**src/correlator_defs.svh**
```systemverilog
`ifndef CORRELATOR_DEFS_SVH
`define CORRELATOR_DEFS_SVH

// Array geometry
`define NUM_ANTENNAS 4
`define NUM_BASELINES 6

// Samples summed into one visibility
`define VIS_COUNT 12

// Signed width of each re/im component
`define ACC_BITS 16

// Serialized size of one visibility word
`define VIS_BYTES 4

`endif

```
**src/correlator_pkg.sv**
```systemverilog
`include "correlator_defs.svh"
`default_nettype none

package correlator_pkg;

  typedef logic [`NUM_ANTENNAS-1:0] ant_bits_t;  // 1 is +1, 0 is -1
  typedef logic signed [`ACC_BITS-1:0] acc_t;
  typedef logic [7:0] byte_t;

  typedef struct packed {
    acc_t re;
    acc_t im;
  } vis_parts_t;

  // Byte 0 is im[7:0], byte 3 is re[15:8]
  typedef union packed {
    vis_parts_t parts;
    byte_t [`VIS_BYTES-1:0] bytes;
  } vis_word_t;

  // Pair order (0,1) (0,2) (0,3) (1,2) (1,3) (2,3)
  function automatic int baseline_ant_a(input int bl);
    case (bl)
      0, 1, 2: return 0;
      3, 4:    return 1;
      default: return 2;
    endcase
  endfunction

  function automatic int baseline_ant_b(input int bl);
    case (bl)
      0:       return 1;
      1, 3:    return 2;
      default: return 3;
    endcase
  endfunction

endpackage

`default_nettype wire

```
**src/sig_frontend.sv**
```systemverilog
`timescale 1ns/100ps
`include "correlator_defs.svh"
`default_nettype none

module sig_frontend (
  input  logic                     vis_clock,
  input  logic                     vis_reset,
  input  logic                     sig_valid_i,
  input  correlator_pkg::ant_bits_t sig_idata_i,
  input  correlator_pkg::ant_bits_t sig_qdata_i,
  output logic                     samp_valid_o,
  output logic                     samp_first_o,
  output logic                     samp_last_o,
  output correlator_pkg::ant_bits_t samp_idata_o,
  output correlator_pkg::ant_bits_t samp_qdata_o,
  output logic                     vis_start_o,
  output logic                     vis_frame_o
);

  localparam int CNT_BITS = $clog2(`VIS_COUNT);

  logic [CNT_BITS-1:0] samp_cnt;  // Position within current frame
  logic                cnt_at_last;

  assign cnt_at_last = (samp_cnt == CNT_BITS'(`VIS_COUNT - 1));

  // Frame position counter, only advances on valid input
  always_ff @(posedge vis_clock) begin
    if (vis_reset) begin
      samp_cnt <= '0;
    end else if (sig_valid_i) begin
      samp_cnt <= cnt_at_last ? '0 : samp_cnt + 1'b1;
    end
  end

  // Flags registered alongside the data
  always_ff @(posedge vis_clock) begin
    if (vis_reset) begin
      samp_valid_o <= 1'b0;
      samp_first_o <= 1'b0;
      samp_last_o  <= 1'b0;
    end else begin
      samp_valid_o <= sig_valid_i;
      samp_first_o <= sig_valid_i && (samp_cnt == '0);
      samp_last_o  <= sig_valid_i && cnt_at_last;
    end
  end

  always_ff @(posedge vis_clock) begin
    samp_idata_o <= sig_idata_i;
    samp_qdata_o <= sig_qdata_i;
  end

  // Status: start fires once, frame then stays up until reset
  always_ff @(posedge vis_clock) begin
    if (vis_reset) begin
      vis_start_o <= 1'b0;
      vis_frame_o <= 1'b0;
    end else begin
      if (!vis_frame_o && sig_valid_i) begin
        vis_start_o <= 1'b1;
        vis_frame_o <= 1'b1;
      end else begin
        vis_start_o <= 1'b0;
      end
    end
  end

endmodule

`default_nettype wire

```
**src/baseline_core.sv**
```systemverilog
`timescale 1ns/100ps
`include "correlator_defs.svh"
`default_nettype none

module baseline_core #(
  parameter int ANT_A = 0,
  parameter int ANT_B = 1
) (
  input  logic                      vis_clock,
  input  logic                      vis_reset,
  input  logic                      samp_valid_i,
  input  logic                      samp_first_i,
  input  logic                      samp_last_i,
  input  correlator_pkg::ant_bits_t samp_idata_i,
  input  correlator_pkg::ant_bits_t samp_qdata_i,
  input  logic                      hold_ready_i,
  output logic                      hold_valid_o,
  output correlator_pkg::vis_word_t hold_word_o,
  output logic                      ovf_pulse_o
);

  import correlator_pkg::*;

  // Product of two one-bit samples, each meaning +1 or -1
  function automatic logic signed [2:0] pm_prod(input logic x, input logic y);
    return (x ~^ y) ? 3'sd1 : -3'sd1;
  endfunction

  logic ia, qa, ib, qb;
  logic signed [2:0] re_term, im_term;  // Range -2..+2
  acc_t acc_re, acc_im;
  acc_t sum_re, sum_im;
  logic hold_free;

  assign ia = samp_idata_i[ANT_A];
  assign qa = samp_qdata_i[ANT_A];
  assign ib = samp_idata_i[ANT_B];
  assign qb = samp_qdata_i[ANT_B];

  // A times conj(B)
  assign re_term = pm_prod(ia, ib) + pm_prod(qa, qb);
  assign im_term = pm_prod(qa, ib) - pm_prod(ia, qb);

  // Running sum including this sample, restarted by samp_first
  assign sum_re = (samp_first_i ? acc_t'(0) : acc_re) + acc_t'(re_term);
  assign sum_im = (samp_first_i ? acc_t'(0) : acc_im) + acc_t'(im_term);

  always_ff @(posedge vis_clock) begin
    if (samp_valid_i) begin
      acc_re <= sum_re;
      acc_im <= sum_im;
    end
  end

  // Slot is free if empty or being read this cycle
  assign hold_free = !hold_valid_o || hold_ready_i;

  always_ff @(posedge vis_clock) begin
    if (vis_reset) begin
      hold_valid_o <= 1'b0;
      ovf_pulse_o  <= 1'b0;
    end else begin
      ovf_pulse_o <= 1'b0;
      if (samp_valid_i && samp_last_i) begin
        if (hold_free) begin
          hold_valid_o <= 1'b1;
        end else begin
          ovf_pulse_o <= 1'b1;  // Previous result not drained yet
        end
      end else if (hold_ready_i) begin
        hold_valid_o <= 1'b0;
      end
    end
  end

  always_ff @(posedge vis_clock) begin
    if (samp_valid_i && samp_last_i && hold_free) begin
      hold_word_o.parts.re <= sum_re;
      hold_word_o.parts.im <= sum_im;
    end
  end

endmodule

`default_nettype wire

```
**src/vis_serializer.sv**
```systemverilog
`timescale 1ns/100ps
`include "correlator_defs.svh"
`default_nettype none

module vis_serializer (
  input  logic                      vis_clock,
  input  logic                      vis_reset,
  input  logic [`NUM_BASELINES-1:0] hold_valid_i,
  input  correlator_pkg::vis_word_t hold_word_i [`NUM_BASELINES],
  input  logic [`NUM_BASELINES-1:0] ovf_pulse_i,
  output logic [`NUM_BASELINES-1:0] hold_ready_o,
  output correlator_pkg::byte_t     vis_tdata_o,
  output logic                      vis_tvalid_o,
  output logic                      vis_tlast_o,
  input  logic                      vis_tready_i,
  output logic                      overflow_o
);

  import correlator_pkg::*;

  localparam int BL_BITS   = $clog2(`NUM_BASELINES);
  localparam int BYTE_BITS = $clog2(`VIS_BYTES);

  logic [BL_BITS-1:0]   bl_ptr;    // Core being visited
  logic [BYTE_BITS-1:0] byte_idx;  // Next byte of word_q to send
  vis_word_t            word_q;
  logic                 load;
  logic                 last_byte;
  logic                 last_bl;
  logic                 xfer;

  // Buffer is free whenever no byte is pending
  assign load      = !vis_tvalid_o && hold_valid_i[bl_ptr];
  assign xfer      = vis_tvalid_o && vis_tready_i;
  assign last_byte = (byte_idx == BYTE_BITS'(`VIS_BYTES - 1));
  assign last_bl   = (bl_ptr == BL_BITS'(`NUM_BASELINES - 1));

  always_comb begin
    hold_ready_o         = '0;
    hold_ready_o[bl_ptr] = load;  // One-cycle read strobe
  end

  always_ff @(posedge vis_clock) begin
    if (vis_reset) begin
      bl_ptr       <= '0;
      byte_idx     <= '0;
      vis_tvalid_o <= 1'b0;
    end else if (load) begin
      byte_idx     <= '0;
      vis_tvalid_o <= 1'b1;
    end else if (xfer) begin
      if (last_byte) begin
        vis_tvalid_o <= 1'b0;
        bl_ptr       <= last_bl ? '0 : bl_ptr + 1'b1;
      end else begin
        byte_idx <= byte_idx + 1'b1;
      end
    end
  end

  always_ff @(posedge vis_clock) begin
    if (load) begin
      word_q <= hold_word_i[bl_ptr];
    end
  end

  // Held by the registers while the sink stalls
  assign vis_tdata_o = word_q.bytes[byte_idx];
  assign vis_tlast_o = vis_tvalid_o && last_byte && last_bl;

  // Sticky, cleared only by reset
  always_ff @(posedge vis_clock) begin
    if (vis_reset) begin
      overflow_o <= 1'b0;
    end else if (|ovf_pulse_i) begin
      overflow_o <= 1'b1;
    end
  end

endmodule

`default_nettype wire

```
**src/toy_correlator.sv**
```systemverilog
`timescale 1ns/100ps
`include "correlator_defs.svh"
`default_nettype none

module toy_correlator (
  input  logic                      vis_clock,
  input  logic                      vis_reset,
  input  logic                      sig_valid_i,
  input  correlator_pkg::ant_bits_t sig_idata_i,
  input  correlator_pkg::ant_bits_t sig_qdata_i,
  output logic                      vis_start_o,
  output logic                      vis_frame_o,
  output correlator_pkg::byte_t     vis_tdata_o,
  output logic                      vis_tvalid_o,
  output logic                      vis_tlast_o,
  input  logic                      vis_tready_i,
  output logic                      overflow_o
);

  import correlator_pkg::*;

  // Sample fan-out from the front end
  logic      samp_valid, samp_first, samp_last;
  ant_bits_t samp_idata, samp_qdata;

  // Per-core hold interface
  logic [`NUM_BASELINES-1:0] hold_valid;
  logic [`NUM_BASELINES-1:0] hold_ready;
  logic [`NUM_BASELINES-1:0] ovf_pulse;
  vis_word_t                 hold_word [`NUM_BASELINES];

  sig_frontend i_frontend (
    .vis_clock    (vis_clock),
    .vis_reset    (vis_reset),
    .sig_valid_i  (sig_valid_i),
    .sig_idata_i  (sig_idata_i),
    .sig_qdata_i  (sig_qdata_i),
    .samp_valid_o (samp_valid),
    .samp_first_o (samp_first),
    .samp_last_o  (samp_last),
    .samp_idata_o (samp_idata),
    .samp_qdata_o (samp_qdata),
    .vis_start_o  (vis_start_o),
    .vis_frame_o  (vis_frame_o)
  );

  // One core per antenna pair
  for (genvar g = 0; g < `NUM_BASELINES; g++) begin : g_core
    baseline_core #(
      .ANT_A (baseline_ant_a(g)),
      .ANT_B (baseline_ant_b(g))
    ) i_core (
      .vis_clock    (vis_clock),
      .vis_reset    (vis_reset),
      .samp_valid_i (samp_valid),
      .samp_first_i (samp_first),
      .samp_last_i  (samp_last),
      .samp_idata_i (samp_idata),
      .samp_qdata_i (samp_qdata),
      .hold_ready_i (hold_ready[g]),
      .hold_valid_o (hold_valid[g]),
      .hold_word_o  (hold_word[g]),
      .ovf_pulse_o  (ovf_pulse[g])
    );
  end

  vis_serializer i_serializer (
    .vis_clock    (vis_clock),
    .vis_reset    (vis_reset),
    .hold_valid_i (hold_valid),
    .hold_word_i  (hold_word),
    .ovf_pulse_i  (ovf_pulse),
    .hold_ready_o (hold_ready),
    .vis_tdata_o  (vis_tdata_o),
    .vis_tvalid_o (vis_tvalid_o),
    .vis_tlast_o  (vis_tlast_o),
    .vis_tready_i (vis_tready_i),
    .overflow_o   (overflow_o)
  );

endmodule

`default_nettype wire

```
**config.mk**
```make
export PLATFORM = sky130hd
export DESIGN_NAME = toy_correlator
export DESIGN_NICKNAME = d
export VERILOG_FILES = /design/src/correlator_pkg.sv /design/src/sig_frontend.sv /design/src/baseline_core.sv /design/src/vis_serializer.sv /design/src/toy_correlator.sv
export VERILOG_INCLUDE_DIRS = /design/src
export SDC_FILE = /design/constraint.sdc
export NUM_CORES = 1
export LEC_CHECK = 0
export ABC_AREA = 1
export BUFFER_PORTS_ARGS = -buffer_cell sky130_fd_sc_hd__buf_2
export CORE_UTILIZATION = 30
export CTS_BUF_LIST = sky130_fd_sc_hd__clkbuf_4
export DETAILED_ROUTE_END_ITERATION = 10
export PLACE_DENSITY = 0.52
export SYNTH_ARGS = -nofsm -noshare
export SYNTH_HDL_FRONTEND = slang
export SYNTH_SLANG_ARGS = --single-unit
```
**constraint.sdc**
```tcl
create_clock -name vis_clock -period 8.9 [get_ports vis_clock]
set_input_delay 1.335 -clock vis_clock [delete_from_list [all_inputs] [get_ports vis_clock]]
set_output_delay 1.335 -clock vis_clock [all_outputs]
set_load 0.01 [all_outputs]
```
==> results.rst, run 1 <==
.. list-table::
   :header-rows: 1

   * - Metric
     - Value
   * - Part of the power in the clock network
     - 0.327
   * - Final critical-path required period
     - 4352 ps
   * - Distinct cell type count after synthesis
     - 31
   * - Share of the cycle needed by the critical path after routing
     - 0.4890
   * - Synthesized flop and latch total
     - 452
   * - Hold Path Stages
     - 1
   * - Chip Width
     - 304.4 µm
   * - Vias in the first global route
     - between 20000 and 25000
   * - Total number of H-tree levels
     - 4
   * - Mean cell area of the mapped netlist
     - 8.218 µm²
   * - I/O pin total
     - 25
   * - Proportion of power drawn by combinational gates
     - 0.244
   * - Slack of the critical path
     - 4548 ps
   * - P_int
     - 4106 µW
   * - Row count
     - 110
   * - Number of placed instances with taps included
     - 4467
   * - Relative contribution of sequential cells to total power
     - 0.429
   * - Worst Skew
     - about 63 ps
   * - TritonCTS buffer count
     - 130
   * - Max frequency
     - roughly 230 MHz
   * - Worst max-slew margin expressed relative to the limit
     - 0.1610
   * - Fraction of layout cells with a size suffix above 1
     - 0.07727
   * - Arrival time of data at the critical path endpoint
     - around 3000 ps
   * - Startpoint class of the critical path
     - flop
   * - Clock tree from TritonCTS
     - done
   * - RR Startpoint
     - i_serializer.bl_ptr[2]
   * - Count of endpoints failing hold in the final timing report
     - 0
   * - Number of nets in the layout
     - 3582
   * - Via-to-Cell Ratio
     - 4.749
   * - Effective utilization at floorplan
     - 0.3039
   * - Endpoint of the worst hold path
     - i_frontend.vis_start_o
   * - Cell Count, Final, Fillers Out
     - 4697
   * - Setup-violating endpoint count in the final report
     - 0
   * - Antenna-violating nets left
     - 0
   * - Floorplan die area
     - 92680 µm²
   * - Layout-stage area growth over the synthesis result
     - 10.89%
   * - Post-Synthesis Net Count
     - 3498
   * - DRT Pass-1 Iters
     - 5
   * - Cell leakage power
     - about 0.014 µW
   * - I/O Buffers
     - 24
   * - Syn Inst Count
     - 3339
   * - Post-cts gate resize count
     - 0
   * - Initial antenna violation count
     - 1
   * - Core region area
     - 90290 µm²
   * - Cell types with the highest counts after synthesis
     - nand2_1 (1100), edfxtp_1 (416), nand3_1 (348), inv_1 (340), nor2_1 (300)
   * - Synthesized area
     - around 27000 µm²
   * - Detailed-route DRC error count
     - 0
   * - Reg clk slew, reported paths
     - approximately 70 ps
   * - Async S/R FF share, synth
     - 0
   * - Maximum number of pins on one net before global-route repair
     - 117
   * - Most used flip-flop cell after synthesis
     - edfxtp_1
   * - Critical path class
     - flop to output pin
   * - Endpoint kind of the worst setup timing path
     - output pin
   * - Setup repair after global routing missed its margin
     - false
   * - Maximum fanout encountered on the critical timing path
     - 19
   * - Hold Buf Count CTS
     - 0
   * - Share of the synthesized area in the top cell type
     - 0.4553
   * - Master cell of the clock root buffer
     - clkbuf_4
   * - # Post-CTS Setup Buffers
     - 0
   * - Sum of negative setup slack
     - 0 ps
   * - Total net switching power
     - 2037 µW
   * - Routed wirelength normalized by instance count
     - between 15 and 20 µm
   * - Iter 0 DRT Violations
     - 1446
   * - Min-Delay Path Class
     - flop to flop
   * - Setup slack, reg-to-reg
     - between 4000 and 5000 ps
   * - Synthesis warning total
     - 0
   * - Clk_lat worst skew
     - 980 ps
   * - Required @ worst endpoint
     - 7570 ps
   * - Run status
     - finished, final reports clean
   * - R2r endpoint
     - g_core[3].i_core.hold_word_o[0]
   * - Cell types occupying the most area after synthesis
     - edfxtp_1 (46%), nand2_1 (15%), ha_1 (6.7%), nand3_1 (6.3%), inv_1 (4.7%)
   * - Height of the chip
     - 304.4 µm
   * - Biggest area consumer among synthesized cells
     - edfxtp_1
   * - Number of enable-type register cells in the synthesized netlist
     - between 400 and 500
   * - Total routing resource utilization after global routing
     - 0.1617
   * - Clk sinks
     - 452
   * - Cell with the most instances after synthesis
     - nand2_1
   * - Weighted congestion reported at the end of routability-driven placement
     - 0.8646
   * - Count of fill cells added during filler insertion
     - 9545
   * - Power per cell area
     - 201.9 nW/µm²
   * - FF-to-FF path depth
     - 7
   * - Wire length of the first global-routing pass
     - roughly 120000 µm
   * - Portion of the post-synthesis area used by sequential elements
     - 0.4815
   * - Switching share of power
     - 0.3316
   * - Worst-Margin Slew
     - around 1300 ps
   * - Max-capacitance violation count
     - 0
   * - Cell area reported after detailed placement
     - 28760 µm²
   * - Place WS
     - 5004 ps
   * - Hpwl dp
     - between 50000 and 60000 µm
   * - Global-route congestion overflow total
     - 0
   * - Hold path startpoint
     - i_frontend.vis_frame_o
   * - Maximum buffer depth of the clock tree
     - 3
   * - Number of vias in the routed layout
     - 22310
   * - Total routed wirelength
     - about 75000 µm
   * - Max-slew violation count
     - 0
   * - Max IR drop VDD
     - 0.0001008 V
   * - Post-route standard cell area excluding fillers
     - between 30000 and 40000 µm²
-- flip-flops by register name, indices dropped and copies added (netlist names) --
name	flops
i_serializer.byte_idx	2
g_core.i_core.hold_valid_o	6
i_frontend.samp_valid_o	1
g_core.i_core.hold_word_o	192
g_core.i_core.acc_im	96
i_frontend.vis_frame_o	1
i_serializer.word_q	32
i_frontend.samp_last_o	1
i_frontend.vis_start_o	1
i_frontend.samp_qdata_o	4
g_core.i_core.acc_re	96
i_serializer.overflow_o	1
g_core.i_core.ovf_pulse_o	6
i_frontend.samp_first_o	1
i_frontend.samp_cnt	4
i_serializer.vis_tvalid_o	1
i_serializer.bl_ptr	3
i_frontend.samp_idata_o	4
-- power by group through the flow --
stage | Combinational [µW] | Clock [µW] | Sequential (µW)
after floorplan | 1110 | 0 | 2670
final | 1500 | 2010 | 2640
after CTS | 1500 | 2090 | 2640
after global placement | 1490 | 0 | 2680
after global routing | 1720 | 2190 | 2650
after detailed placement | 1490 | 0 | 2680
-- cells in the final DEF (no fill, tap or decap), types with 42 or more instances in the layout --
cell      synthesis  routed
a21oi_1         156     150
a22oi_1          64      64
clkbuf_4          0     179
edfxtp_1        416     416
ha_1            147     147
inv_1           340     340
nand2_1        1100    1100
nand3_1         348     348
nor2_1          300     298
o21ai_0          55      55
o21bai_1         48      48
xnor2_1          42      42
xor2_1           69      69
-- critical path, cell delays in order (launching register included) --
cell	delay, ps
dfxtp_1	820
inv_1	440
o21ai_0	390
o22ai_1	210
buf_2	190
-- logic make-up after synthesis --
family	Yosys count	synth area share
adders and majority gates	147	0.06703
xor gates and xnor gates	111	0.03543
AOI/OAI and AO/OA	343	0.07424
DFF	452	0.4815
buffers and inverters	442	0.06562
and+or+nand+nor	1844	0.2762
-- worst max-delay path by stage --
stage	start	endpoint	slack, ps	depth (start not counted)
finish	i_serializer.byte_idx[0]	vis_tdata_o[3]	4550	4
global route	i_serializer.byte_idx[0]	vis_tdata_o[3]	4320	4
CTS	i_serializer.byte_idx[0]	vis_tdata_o[3]	4470	4
detailed placement	i_serializer.bl_ptr[2]	g_core[3].i_core.hold_word_o[14]	5000	7
global placement	i_serializer.bl_ptr[2]	g_core[3].i_core.hold_word_o[14]	5010	7
floorplan	i_frontend.samp_valid_o	g_core[0].i_core.hold_word_o[0]	1340	2
-- routing by layer --
| metal | GRT usage | share of wire | vias up |
|---|---|---|---|
| met5 | 0 | 0 | - |
| met4 | 0.06566 | 0.029 | 0 |
| met3 | 0.03545 | 0.051 | 125 |
| met2 | 0.2601 | 0.46 | 498 |
| met1 | 0.2100 | 0.46 | 10290 |
| li1 | - | - | 11390 |
-- layout make-up --
class | instances | area, µm² | share of cell area
antenna | 1 | 2.502 | 0.00008224
clock buffer | 179 | 1344 | 0.04416
clock inverter | 50 | 317.8 | 0.01044
inverter | 354 | 1334 | 0.04383
multi-input combinational | 2445 | 12500 | 0.4107
sequential | 452 | 13220 | 0.4345
tap | 1176 | 1471 | 0.04836
timing repair buffer | 40 | 240.2 | 0.007895
-- through the flow --
step                hold WS, ps    util  total power [µW]
floorplan                 445.8       -              3780
CTS                       325.3  0.3370              6233
finish                    449.0  0.3370              6143
detailed placement        438.4  0.3186              4172
global route              367.5  0.3370              6553
global placement          441.5  0.3186              4176
No activity file was read; power rests on OpenSTA's default activity.
==> inputs of run 2 (changes only) <==
--- a/config.mk
+++ b/config.mk
@@ -11,7 +11,7 @@
 export CORE_UTILIZATION = 30
 export CTS_BUF_LIST = sky130_fd_sc_hd__clkbuf_4
 export DETAILED_ROUTE_END_ITERATION = 10
-export PLACE_DENSITY = 0.52
+export PLACE_DENSITY = 0.53
 export SYNTH_ARGS = -nofsm -noshare
 export SYNTH_HDL_FRONTEND = slang
 export SYNTH_SLANG_ARGS = --single-unit
==> constraint.sdc (replaced) <==
create_clock -name vis_clock -period 4 [get_ports vis_clock]
set_input_delay 0.6 -clock vis_clock [delete_from_list [all_inputs] [get_ports vis_clock]]
set_output_delay 0.6 -clock vis_clock [all_outputs]
set_load 0.01 [all_outputs]
==> results.rst, run 2 (synthesized netlist as in run 1, its figures left out) <==
.. list-table::
   :header-rows: 1

   * - Metric
     - Value
   * - Run status
     - finished, final reports clean (unchanged)
   * - Floorplan die area
     - 92680 µm² (unchanged)
   * - Min-Delay Path Class
     - primary input to flop (was flop to flop)
   * - Commonest cells after routing, fill and taps aside
     - nand2_1 (1100), edfxtp_1 (416), nand3_1 (348), inv_1 (340), nor2_1 (298) (unchanged)
   * - Max-slew violation count
     - 0 (unchanged)
   * - Most common cell after layout, fill and taps aside
     - nand2_1 (unchanged)
   * - Count of fill cells added during filler insertion
     - 9477 (was 9545)
   * - Sum of negative setup slack
     - 0 ps (unchanged)
   * - Total routing resource utilization after global routing
     - 0.1633 (was 0.1617)
   * - Total routed wirelength
     - 74740 µm (was 74850 µm)
   * - TritonCTS buffer count
     - 134 (was 130)
   * - Share of the cycle needed by the critical path after routing
     - 0.8153
   * - FF-to-FF path depth
     - 14 (was 7)
   * - Row count
     - 110 (unchanged)
   * - Required @ worst endpoint
     - 3400 ps (was 7570 ps)
   * - Core region area
     - 90290 µm² (unchanged)
   * - Height of the chip
     - 304.4 µm (unchanged)
   * - Worst-path cell with the longest stage delay
     - o22ai_1 (was dfxtp_1)
   * - Count of endpoints failing hold in the final timing report
     - 0 (unchanged)
   * - Layout-stage area growth over the synthesis result
     - 12.75% (was 10.89%)
   * - Number of nets in the layout
     - 3622 (was 3582)
   * - Cell Count, Final, Fillers Out
     - 4749 (was 4697)
   * - Via-to-Cell Ratio
     - 4.734 (was 4.749)
   * - # Post-CTS Setup Buffers
     - 0 (unchanged)
   * - Routed wirelength normalized by instance count
     - 15.74 µm (was 15.94 µm)
   * - Top register by number of flip-flops
     - g_core.i_core.hold_word_o (unchanged)
   * - Initial antenna violation count
     - 3 (was 1)
   * - I/O pin total
     - 25 (unchanged)
   * - Crit path from
     - i_serializer.byte_idx[0] (unchanged)
   * - R2r endpoint
     - g_core[3].i_core.acc_re[11] (was g_core[3].i_core.hold_word_o[0])
   * - Cell Chain, Critical Path
     - buf_4 > inv_1 > o21ai_0 > o22ai_1 > buf_2 (was inv_1 > o21ai_0 > o22ai_1 > buf_2)
   * - Endpoint of the most critical setup path
     - vis_tdata_o[2] (was vis_tdata_o[3])
   * - Wire length of the first global-routing pass
     - 119800 µm (was 117900 µm)
   * - Master cell of the clock root buffer
     - clkbuf_4 (unchanged)
   * - Setup repair after global routing missed its margin
     - false (unchanged)
   * - Effective utilization at floorplan
     - 0.3039 (unchanged)
   * - Chip Width
     - 304.4 µm (unchanged)
   * - Worst max-slew margin expressed relative to the limit
     - 0.4270 (was 0.1610)
   * - Number of vias in the routed layout
     - 22480 (was 22310)
   * - Critical path class
     - flop to output pin (unchanged)
   * - Max IR drop VDD
     - 0.0001783 V (was 0.0001008 V)
   * - Reg clk slew, reported paths
     - 70 ps (about the same)
   * - RR Startpoint
     - i_frontend.samp_qdata_o[2] (was i_serializer.bl_ptr[2])
   * - Number of flip-flops in the largest register
     - 192 (unchanged)
   * - Buffers plus inverters on the worst setup path
     - 3 (was 2)
   * - Fraction of layout cells with a size suffix above 1
     - 0.08630 (was 0.07727)
   * - Critical path depth in cells
     - 5 (was 4)
   * - Maximum buffer depth of the clock tree
     - 3 (unchanged)
   * - Clock tree from TritonCTS
     - done (unchanged)
   * - Iter 0 DRT Violations
     - 1412 (was 1446)
   * - Worst Skew
     - 54.99 ps (was 63.37 ps)
   * - Worst-Margin Slew
     - 859.5 ps (was 1256 ps)
   * - Kind of cell with the highest combined delay on the critical path
     - buffers and inverters (was flip-flops)
   * - DRT Pass-1 Iters
     - 5 (unchanged)
   * - Power per cell area
     - 451.0 nW/µm² (was 201.9 nW/µm²)
   * - Weighted congestion reported at the end of routability-driven placement
     - 0.8558 (was 0.8646)
   * - Longest individual stage delay on the worst path
     - 380 ps (was 820 ps)
   * - Global-route congestion overflow total
     - 0 (unchanged)
   * - Startpoint class of the critical path
     - flop (unchanged)
   * - Final critical-path required period
     - 3261 ps
   * - Max frequency
     - roughly 300 MHz
   * - Max-capacitance violation count
     - 0 (unchanged)
   * - Antenna-violating nets left
     - 0 (unchanged)
   * - Vias in the first global route
     - 22080 (was 21470)
   * - Hpwl dp
     - 52080 µm (was 52430 µm)
   * - Setup slack, reg-to-reg
     - 960 ps (was 4940 ps)
   * - Detailed-route DRC error count
     - 0 (unchanged)
   * - Clk sinks
     - 452 (unchanged)
   * - I/O Buffers
     - 24 (unchanged)
   * - Maximum number of pins on one net before global-route repair
     - 84 (was 117)
   * - Arrival time of data at the critical path endpoint
     - 2660 ps (was 3020 ps)
   * - Largest registers in the final layout
     - g_core.i_core.hold_word_o: 192 flops, g_core.i_core.acc_im: 96 flops, g_core.i_core.acc_re: 96 flops (unchanged)
   * - Clk_lat worst skew
     - 990 ps (was 980 ps)
   * - Total number of H-tree levels
     - 4 (unchanged)
   * - Power after layout
     - 13950 µW (was 6143 µW)
   * - Setup-violating endpoint count in the final report
     - 0 (unchanged)
   * - Maximum fanout encountered on the critical timing path
     - 19 (unchanged)
   * - Number of placed instances with taps included
     - 4491 (was 4467)
   * - Endpoint kind of the worst setup timing path
     - output pin (unchanged)
   * - Cell leakage power
     - 0.01418 µW (was 0.01392 µW)
[run 2: changes by cell type in the layout (fill, tap and decap cells not counted), sizes merged]
cell	delta
clkinv	-7
buf	+24
inv	-2
clkbuf	+21
diode	+3
dlygate4sd3	+12
bufinv	+1
[run 2: worst min path at each step]
stage | slack (ps) | from | endpoint | depth (start not counted)
3_5_place_dp | 440 | i_frontend.vis_frame_o | i_frontend.vis_start_o | 1
6_report | 330 | sig_idata_i[0] | i_frontend.samp_idata_o[0] | 2
2_1_floorplan | 450 | g_core[5].i_core.hold_valid_o | g_core[5].i_core.ovf_pulse_o | 2
5_1_grt | 280 | sig_qdata_i[3] | i_frontend.samp_qdata_o[3] | 2
4_1_cts | 230 | sig_idata_i[0] | i_frontend.samp_idata_o[0] | 2
3_3_place_gp | 430 | i_frontend.vis_frame_o | i_frontend.vis_start_o | 1
[run 2: through the flow]
step | instance area, µm² | util | setup WS (ps) | hold WS (ps)
6_report | 30940 | 0.3427 | 738.8 | 328.4
5_1_grt | 30940 | 0.3427 | 580.4 | 282.6
4_1_cts | 30930 | 0.3425 | 647.8 | 225.1
3_5_place_dp | 29000 | 0.3211 | 980.1 | 438.1
3_3_place_gp | 29000 | 0.3211 | 1017 | 425.5
2_1_floorplan | 27440 | - | -54.49 | 445.8
[run 2: repair_timing]
item,in CTS,in global routing
resized for setup,0,0
hold buffers,12,0
endpoints found under the hold margin,23,0
[run 2: cell type report]
cell class,count,area [µm²],area share
timing repair buffer,76,590.6,0.01909
sequential,452,13220,0.4274
multi-input combinational,2445,12500,0.4040
clock buffer,200,1501,0.04853
antenna,4,10.01,0.0003235
clock inverter,42,310.3,0.01003
tap,1176,1471,0.04756
inverter,354,1334,0.04311
[run 2: layer usage]
| metal | global-route usage | up-vias | share of wire |
|---|---|---|---|
| met5 | 0 | - | 0 |
| met4 | 0.08010 | 0 | 0.037 |
| met3 | 0.02702 | 126 | 0.046 |
| met2 | 0.2560 | 515 | 0.45 |
| met1 | 0.2179 | 10370 | 0.47 |
| li1 | - | 11480 | - |
[run 2: where the power goes]
part	internal, µW	total [µW]	switching (µW)
combinational	1090	3330	2240
clock	2610	4790	2170
sequential	5730	5840	107
total	9430	14000	4520
